File: config.mk
export PLATFORM = sky130hd
export DESIGN_NAME = alu_unit_top
export DESIGN_NICKNAME = d
export VERILOG_FILES = /design/src/design/alu_pkg.sv /design/src/design/alu_cmd_intake.sv /design/src/design/alu_exec_stage.sv /design/src/design/alu_result_egress.sv /design/src/design/alu_unit_top.sv /design/src/design/core_alu.sv
export SDC_FILE = /design/constraint.sdc
export NUM_CORES = 1
export LEC_CHECK = 0
export ABC_AREA = 1
export BUFFER_PORTS_ARGS = -buffer_cell sky130_fd_sc_hd__buf_4
export CAP_MARGIN = 20
export CORE_MARGIN = 10
export CORE_UTILIZATION = 25
export CTS_CLUSTER_DIAMETER = 120
export DETAILED_ROUTE_END_ITERATION = 8
export GPL_TIMING_DRIVEN = 0
export PLACE_DENSITY = 0.38
export SYNTH_ARGS = -nofsm -noshare
export SYNTH_HDL_FRONTEND = slang
export SYNTH_HIERARCHICAL = 1
export SYNTH_SLANG_ARGS = --single-unit
File: constraint.sdc
create_clock -name clk -period 4.7 [get_ports clk]
set_input_delay 0.705 -clock clk [delete_from_list [all_inputs] [get_ports clk]]
set_output_delay 0.705 -clock clk [all_outputs]
set_load 0.03 [all_outputs]
File: src/design/alu_pkg.sv
package alu_pkg;

  // operation select, encoding follows the decoder's 3-bit field
  typedef enum logic [2:0] {
    OP_LHS = 3'd0,  // pass lhs
    OP_RHS = 3'd1,  // pass conditioned rhs
    OP_ADC = 3'd2,  // add with carry
    OP_AND = 3'd3,
    OP_OR  = 3'd4,
    OP_XOR = 3'd5,
    OP_ASL = 3'd6,  // shift left through carry
    OP_LSR = 3'd7   // shift right through carry
  } alu_op_e;

  // decoded control word, 13 bits
  typedef struct packed {
    // rhs conditioning
    logic    clear_rhs;
    logic    invert_rhs;
    // carry-in conditioning
    logic    clear_carry;
    logic    invert_carry_in;
    alu_op_e op;
    // flag update selects
    logic    flags_rhs;         // N,V from rhs[7:6], as for BIT
    logic    adc_overflow;      // signed add overflow into V
    logic    result_sign;       // N from result[7]
    logic    invert_carry_out;  // C gets inverted carry
    logic    set_carry;         // C gets carry
    logic    result_zero;       // Z from result
  } alu_ctrl_t;

  // processor status subset held by the unit
  typedef struct packed {
    logic carry;
    logic overflow;
    logic sign;
    logic zero;
  } alu_flags_t;

  // one command as it travels through the intake FIFO
  typedef struct packed {
    alu_ctrl_t  ctrl;
    logic       mask_p;  // low keeps flags untouched
    logic [7:0] lhs;
    logic [7:0] rhs;
  } alu_cmd_t;

  // result handed to the sink
  typedef struct packed {
    logic [7:0] value;
    alu_flags_t flags;   // flag state after the command
  } alu_res_t;

endpackage

File: src/design/alu_cmd_intake.sv
`timescale 1ns/1ps

module alu_cmd_intake
  import alu_pkg::*;
#(
  parameter int CMD_DEPTH = 4
) (
  input  logic     clk,
  input  logic     rst_n,
  input  logic     cmd_valid,
  input  alu_cmd_t cmd,
  output logic     cmd_credit,
  output logic     head_valid,
  output alu_cmd_t head,
  input  logic     pop
);

  localparam int PTR_W = (CMD_DEPTH > 1) ? $clog2(CMD_DEPTH) : 1;
  localparam int CNT_W = $clog2(CMD_DEPTH + 1);

  alu_cmd_t           mem [CMD_DEPTH];
  logic [PTR_W-1:0]   wr_ptr;
  logic [PTR_W-1:0]   rd_ptr;
  logic [CNT_W-1:0]   count;
  logic               full;

  assign full       = (count == CNT_W'(CMD_DEPTH));
  assign head_valid = (count != '0);
  assign head       = mem[rd_ptr];

  // storage, no reset needed on payload
  always_ff @(posedge clk) begin
    if (cmd_valid) begin
      mem[wr_ptr] <= cmd;
    end
  end

  always_ff @(posedge clk) begin
    if (!rst_n) begin
      wr_ptr     <= '0;
      rd_ptr     <= '0;
      count      <= '0;
      cmd_credit <= 1'b0;
    end else begin
      if (cmd_valid) begin
        if (wr_ptr == PTR_W'(CMD_DEPTH - 1)) begin
          wr_ptr <= '0;  // wrap
        end else begin
          wr_ptr <= wr_ptr + 1'b1;
        end
      end
      if (pop) begin
        if (rd_ptr == PTR_W'(CMD_DEPTH - 1)) begin
          rd_ptr <= '0;
        end else begin
          rd_ptr <= rd_ptr + 1'b1;
        end
      end
      count      <= count + CNT_W'(cmd_valid) - CNT_W'(pop);
      cmd_credit <= pop;  // one credit back per freed entry
    end
  end

  // sender spent a credit it never had
  a_no_push_when_full : assert property (
    @(posedge clk) disable iff (!rst_n)
    cmd_valid |-> !full
  ) else $error("command arrived with intake FIFO full");

  // execute must only pop a valid head
  a_no_pop_when_empty : assert property (
    @(posedge clk) disable iff (!rst_n)
    pop |-> head_valid
  ) else $error("pop with intake FIFO empty");

endmodule

File: src/design/alu_exec_stage.sv
`timescale 1ns/1ps

module alu_exec_stage
  import alu_pkg::*;
(
  input  logic     clk,
  input  logic     rst_n,
  input  logic     head_valid,
  input  alu_cmd_t head,
  output logic     pop,
  input  logic     out_ready,
  output logic     issue,
  output alu_res_t issue_res
);

  alu_flags_t flags_q;    // processor flag register
  alu_flags_t alu_flags;
  logic [7:0] alu_value;

  core_alu i_core_alu (
    .ctrl      (head.ctrl),
    .mask_p    (head.mask_p),
    .lhs       (head.lhs),
    .rhs       (head.rhs),
    .flags_in  (flags_q),
    .value     (alu_value),
    .flags_out (alu_flags)
  );

  // issue whenever a command waits and egress has room
  assign issue = head_valid && out_ready;
  assign pop   = issue;

  assign issue_res.value = alu_value;
  assign issue_res.flags = alu_flags;

  // flags chain from one command to the next
  always_ff @(posedge clk) begin
    if (!rst_n) begin
      flags_q <= '0;
    end else if (issue) begin
      flags_q <= alu_flags;
    end
  end

  // a stalled head waits unchanged until it issues
  a_head_held_while_stalled : assert property (
    @(posedge clk) disable iff (!rst_n)
    (head_valid && !out_ready) |=> (head_valid && $stable(head))
  ) else $error("intake head changed or vanished while stalled");

endmodule

File: src/design/alu_result_egress.sv
`timescale 1ns/1ps

module alu_result_egress
  import alu_pkg::*;
#(
  parameter int RES_CREDITS = 2
) (
  input  logic     clk,
  input  logic     rst_n,
  input  logic     issue,
  input  alu_res_t issue_res,
  output logic     out_ready,
  output logic     res_valid,
  output alu_res_t res,
  input  logic     res_credit
);

  localparam int CNT_W = $clog2(RES_CREDITS + 1);

  logic [CNT_W-1:0] credit_cnt;  // free slots at the sink

  assign out_ready = (credit_cnt != '0);

  // payload register
  always_ff @(posedge clk) begin
    if (issue) begin
      res <= issue_res;
    end
  end

  always_ff @(posedge clk) begin
    if (!rst_n) begin
      res_valid  <= 1'b0;
      credit_cnt <= CNT_W'(RES_CREDITS);
    end else begin
      res_valid  <= issue;  // one pulse per result
      credit_cnt <= credit_cnt + CNT_W'(res_credit) - CNT_W'(issue);
    end
  end

  // sink must not return more credits than it was given
  a_credit_range : assert property (
    @(posedge clk) disable iff (!rst_n)
    credit_cnt <= CNT_W'(RES_CREDITS)
  ) else $error("egress credit count out of range: %0d", credit_cnt);

endmodule

File: src/design/alu_unit_top.sv
`timescale 1ns/1ps

module alu_unit_top
  import alu_pkg::*;
#(
  parameter int CMD_DEPTH   = 4,
  parameter int RES_CREDITS = 2
) (
  input  logic     clk,
  input  logic     rst_n,
  input  logic     cmd_valid,
  input  alu_cmd_t cmd,
  output logic     cmd_credit,
  output logic     res_valid,
  output alu_res_t res,
  input  logic     res_credit
);

  logic     head_valid;
  alu_cmd_t head;
  logic     pop;
  logic     out_ready;
  logic     issue;
  alu_res_t issue_res;

  alu_cmd_intake #(
    .CMD_DEPTH (CMD_DEPTH)
  ) i_alu_cmd_intake (
    .clk        (clk),
    .rst_n      (rst_n),
    .cmd_valid  (cmd_valid),
    .cmd        (cmd),
    .cmd_credit (cmd_credit),
    .head_valid (head_valid),
    .head       (head),
    .pop        (pop)
  );

  alu_exec_stage i_alu_exec_stage (
    .clk        (clk),
    .rst_n      (rst_n),
    .head_valid (head_valid),
    .head       (head),
    .pop        (pop),
    .out_ready  (out_ready),
    .issue      (issue),
    .issue_res  (issue_res)
  );

  alu_result_egress #(
    .RES_CREDITS (RES_CREDITS)
  ) i_alu_result_egress (
    .clk        (clk),
    .rst_n      (rst_n),
    .issue      (issue),
    .issue_res  (issue_res),
    .out_ready  (out_ready),
    .res_valid  (res_valid),
    .res        (res),
    .res_credit (res_credit)
  );

endmodule

File: src/design/core_alu.sv
`timescale 1ns/1ps

module core_alu
  import alu_pkg::*;
(
  input  alu_ctrl_t  ctrl,
  input  logic       mask_p,
  input  logic [7:0] lhs,
  input  logic [7:0] rhs,
  input  alu_flags_t flags_in,
  output logic [7:0] value,
  output alu_flags_t flags_out
);

  logic [8:0] rhs_c;    // conditioned rhs, widened
  logic       carry_c;  // carry in, then carry out

  always_comb begin
    flags_out = flags_in;  // unselected flags pass through

    rhs_c = {1'b0, rhs};
    if (ctrl.clear_rhs) begin
      rhs_c = 9'd0;
    end
    if (ctrl.invert_rhs) begin
      rhs_c = ~rhs_c;
    end

    carry_c = flags_in.carry;
    if (ctrl.clear_carry) begin
      carry_c = 1'b0;
    end
    if (ctrl.invert_carry_in) begin
      carry_c = ~carry_c;
    end

    value = lhs;
    unique case (ctrl.op)
      OP_LHS: value = lhs;
      OP_RHS: value = rhs_c[7:0];
      OP_ADC: {carry_c, value} = {1'b0, lhs} + rhs_c + {8'd0, carry_c};
      OP_AND: value = lhs & rhs_c[7:0];
      OP_OR:  value = lhs | rhs_c[7:0];
      OP_XOR: value = lhs ^ rhs_c[7:0];
      OP_ASL: {carry_c, value} = {lhs, carry_c};  // bit 7 out to carry
      OP_LSR: {value, carry_c} = {carry_c, lhs};  // bit 0 out to carry
    endcase

    if (mask_p) begin
      // overflow
      if (ctrl.flags_rhs) begin
        flags_out.overflow = rhs[6];
      end else if (ctrl.adc_overflow) begin
        flags_out.overflow = (lhs[7] == rhs_c[7]) && (lhs[7] != value[7]);
      end

      // sign
      if (ctrl.flags_rhs) begin
        flags_out.sign = rhs[7];
      end else if (ctrl.result_sign) begin
        flags_out.sign = value[7];
      end

      // carry, inverted form is the borrow convention
      if (ctrl.invert_carry_out) begin
        flags_out.carry = ~carry_c;
      end else if (ctrl.set_carry) begin
        flags_out.carry = carry_c;
      end

      if (ctrl.result_zero) begin
        flags_out.zero = (value == 8'd0);
      end
    end
  end

endmodule

-- Yosys cells after proc, flatten, opt, wreduce, memory -nomap -nowiden
Memories as Yosys holds them, arrays and structs flattened. A register that Yosys moved wholly into a read port is not among the register bits.
Index checks and enable logic that the tools add are counted.
- register bits: 26
- bits in writable memories: 120
- input port bits: 34
- output and inout port bits: 14
- memories kept: 1
- add/subtract/negate cells: 8
- eq/ne operators: 11
- mux-type cells: 20
- bitwise operators: 6
- reduce and logical (&&, ||, !) cells: 6
- memory list (name ; words ; width ; rd ports ; clocked after memory_dff ; write ports ; RTL line ; RTL):
    i_alu_cmd_intake.mem ; 4 ; 30 ; 1 ; 1 ; 1 ; alu_cmd_intake.sv:21 ; alu_cmd_t mem [CMD_DEPTH];
- operators with widths (operator ; number):
    8-bit case mux with 8 select lines ; 1
    3-bit equality test, second input constant ; 4
    1-bit two-way mux ; 11
    8-bit by 9-bit adder with 9-bit output ; 1
    9-bit by 1-bit adder with 9-bit output ; 1
    9-bit two-way mux ; 1
    8-bit inverter with 9-bit output ; 1
    8-bit bitwise AND ; 1
    8-bit logical NOT ; 1
    2-bit two-way mux ; 4
    8-bit two-way mux ; 1
    8-bit bitwise OR ; 1
    8-bit bitwise XOR ; 1
    3-bit by 2-bit equality test with 1-bit output, second input constant ; 2
    2-bit by 1-bit adder with 2-bit output, second input constant ; 2
    2-bit equality test, second input constant ; 2
    4-bit two-way mux ; 1
    3-bit by 1-bit adder with 3-bit output ; 1
    3-bit by 1-bit equality test with 1-bit output, second input constant ; 1
    3-bit logical NOT ; 1
    1-bit case mux with 3 select lines ; 1
    3-bit nonzero test ; 1
    3-bit by 1-bit subtractor with 3-bit output ; 1
    2-bit by 1-bit adder with 2-bit output ; 1
    other kinds (6) ; 8

-- Depth between registers and ports, before layout
- depth in word-level cells: 11
- mapped depth: 27
- gate-level depth less buffers: 26

-- By module
Netlist, hierarchy kept.
- by module, submodules not included (module ; instances ; cells each ; area each (µm²) ; sequential area each (µm²)):
    alu_cmd_intake ; 1 ; 411 ; 5238.8 ; 3803.6
    core_alu ; 1 ; 281 ; 1456.4 ; 0.0
    alu_result_egress ; 1 ; 33 ; 508.0 ; 420.4
    alu_exec_stage ; 1 ; 27 ; 172.7 ; 80.1

-- Worst setup path after synthesis
OpenSTA, ideal clock, no wires.
- path kind: reg-to-reg
- from: reg with a tool-made name
- to: reg, netlist name i_alu_result_egress/res[0]
- setup time: 258 ps
- data arrival time: 2682 ps
- slack: 1760 ps
- cell stages (with the launch flop): 25
- path buffers: 3
- period minus slack after synthesis: 2940 ps
- cell sequence: dfxtp_1 buf_2 buf_2 a21oi_1 o21ai_0 nand2_1 inv_2 buf_6 nand2_1 xor2_1 inv_1 fa_1 inv_1 fa_1 inv_1 nand3_1 nand2_1 a21oi_1 o21ai_0 nand3_1 nand2_1 nand3b_1 nor2_1 nand2_1 nand2_1

==> metrics.md <==
| Metric | Value |
|---|---|
| Run status | `finished clean` |
| TritonRoute pass-1 iters | `5` |
| Antenna violations before repair | `0` |
| Most used cell, CP | `nand2_1` |
| Share of layout cells above drive strength 1 | `0.174` |
| Core Area | `0.0289 mm²` |
| Arrival @ worst endpoint | `4.13 ns` |
| Met3 routed WL | `812 µm` |
| Met2 Wirelength | `8810 µm` |
| Syn nets | `814` |
| Clk sink count | `149` |
| DRT iter0 DRCs | `249` |
| First-pass GRT wire length | `30400 µm` |
| Worst-Skew Late Latency | `0.43 ns` |
| Headroom to the max-slew limit | `0.441` |
| RSZ-0062 raised after global routing | `no` |
| WHS | `0.474 ns` |
| Inserted Diodes | `0` |
| Highest Signal Layer | `met4` |
| DIE AREA | `0.0368 mm²` |
| Largest net degree at the start of global routing | `31` |
| Final period utilization | `0.804` |
| Final WL | `19500 µm` |
| Highest-delay cell along the critical path | `dfxtp_1` |
| PortBufs | `47` |
| Syn Inst Count | `752` |
| WL per Instance | `16.0 µm` |
| Pwr Total | `6.41 mW` |
| ANT nets after route | `0` |
| Total GRT Usage | `0.110` |
| Crit path time final | `3.78 ns` |
| Top FF cell, synth | `edfxtp_1` |
| Register area share after synthesis | `0.584` |
| Clock Skews | `0.0143 ns` |
| Commonest non-fill, non-tap cell in the layout | `nand2_1` |
| CP max stage delay | `0.50 ns` |
| DRC Markers | `0` |
| Synthesized area per cell | `9.81 µm²` |
| Fin nets | `883` |
| Deepest clock path buffer count | `2` |
| Vias in the first global route | `5205` |
| Setup bufs post-CTS | `0` |
| TritonCTS Buffers | `17` |
| Number of synthesized flops with an enable pin | `132` |
| I/O pin count | `48` |
| Placed Area | `0.00827 mm²` |
| Max-capacitance violation count | `0` |
| Crit-path max FO | `10` |
| Worst hold path class | `input port to register` |
| Chip width | `192 µm` |
| Pins over their slew limit | `0` |
| Worst slew pin tran | `0.838 ns` |
| Rows | `62` |
| Power per Cell Area | `722 mW/mm²` |
| Die Height | `192 µm` |
| TNS Setup | `0 ns` |
| H-tree depth | `4` |
| CP startpoint kind | `register` |
| CTS tree | `built` |
| Area leader, netlist | `edfxtp_1` |
| Crit Path Class | `register to register` |
| Total congestion overflow | `0` |
| Synth Register Bits | `149` |
| Most frequent cells in the layout | `nand2_1, edfxtp_1, inv_1` |
| Area growth syn-to-layout | `20.3%` |
| Starting Density | `0.255` |
| Design area | `0.00888 mm²` |
| Area contributors post-synth | `edfxtp_1, nand2_1, inv_1` |
| DR vias/cell | `4.21` |
| Peak supply drop | `217 µV` |
| Placer congestion estimate | `0.818` |
| Via count | `5130` |
| Leakage power | `3.79 nW` |
| Yosys cell types | `33` |
| Root buffer cell | `clkbuf_16` |
| Wl on met1 | `9280 µm` |
| Yosys top cell area share | `0.537` |
| Final Setup Violations | `0` |
| Post-DP HPWL | `13500 µm` |
| F_max | `265 MHz` |
| Final hold violation count | `0` |
| Ys Warns | `6` |
| Cts hold-fix bufs | `0` |
| Post-CTS resize count | `0` |
| Reg clk slew, reported paths | `0.07 ns` |
| Async set-or-reset flop fraction in the synthesized netlist | `0` |
| Mapped cell area | `0.00738 mm²` |
| Crit end category | `register` |
| CP required | `5.06 ns` |
-- layer usage --
layer,up-vias,track usage
met5,-,0
met4,0,0.0517
met3,22,0.0223
met2,99,0.172
met1,2385,0.143
li1,2624,-
-- path summary, 6_finish.rpt --
| check | depth (start not counted) | to | start | slack [ns] |
|---|---|---|---|---|
| worst max-delay path | 26 | i_alu_exec_stage/flags_q[3] | register | 0.92 |
| worst max register to register | 26 | i_alu_exec_stage/flags_q[3] | register | 0.92 |
| worst min-delay path | 1 | i_alu_cmd_intake/mem[0][25] | cmd[25] | 0.47 |
| worst min register to register | 2 | i_alu_cmd_intake/rd_ptr[0] | i_alu_cmd_intake/rd_ptr[0] | 0.51 |
-- cells by family (layout without fill, tap and decap cells) --
group	after synthesis	in the layout	share of synthesized area
and+or+nand+nor	264	264	0.149
xor gates and xnor gates	3	3	0.00560
buffers and inverters	170	252	0.0984
adders and majority gates	28	28	0.0506
AOI/OAI and AO/OA	138	138	0.113
DFF	149	149	0.584
-- state kept, by name, indices dropped and copies added, names as in the netlist, named ones only --
signal and count:
i_alu_cmd_intake/cmd_credit 1, i_alu_cmd_intake/count 3, i_alu_cmd_intake/mem 120, i_alu_cmd_intake/rd_ptr 2, i_alu_cmd_intake/wr_ptr 2, i_alu_exec_stage/flags_q 4
i_alu_result_egress/credit_cnt 2, i_alu_result_egress/res 12, i_alu_result_egress/res_valid 1
-- report_power, final --
| part | internal, mW | total [mW] | leakage (nW) | switching [mW] |
|---|---|---|---|---|
| clock network | 0.809 | 1.43 | 0.299 | 0.618 |
| registers | 1.67 | 1.73 | 1.36 | 0.0594 |
| logic | 1.06 | 3.25 | 2.13 | 2.19 |
| total | 3.54 | 6.41 | 3.79 | 2.87 |
-- synthesized netlist by cell type (2+ instances only) --
cell        n
nand4_1     4
fa_1        3
inv_1     134
nor2_2      2
buf_2      13
buf_4       6
xor2_2      2
o21ai_1    17
dfxtp_1    17
nand3_1    33
a21oi_1    37
nand2_2     4
nand3_2     2
o22ai_1     5
nand3b_1    3
o21ai_0    31
ha_1       25
a21oi_2    11
nand2_1   175
nor2_1     39
o211ai_1   32
inv_2      11
buf_6       5
edfxtp_1  132
-- area by class of cell --
| class | instances | area [µm²] |
|---|---|---|
| multi-input cells | 433 | 2350 |
| flip-flops and latches | 149 | 4300 |
| repair buffers | 50 | 413 |
| fillers | 3005 | 20100 |
| well taps | 384 | 480 |
| clock buffers | 17 | 425 |
| clock inverters | 15 | 181 |
| plain buffers | 25 | 181 |
| inverters | 145 | 544 |
-- metrics by stage --
stage,worst slack [ns],utilization,cells
5_1_grt,0.627,0.307,1218
3_5_place_dp,0.968,0.286,1186
2_1_floorplan,1.76,-,752
4_1_cts,0.913,0.307,1218
6_report,0.923,0.307,1218
3_3_place_gp,0.915,0.284,1183
-- worst max-delay path: cells and delay by family (launching register included) --
family          cells  cell delay (ns)
simple gates       15             1.27
fa+ha+maj           2             0.63
flops               1             0.50
xor+xnor            1             0.25
buf+inv             7             0.94
compound gates      1             0.13
(Power assumes the default switching activity.)
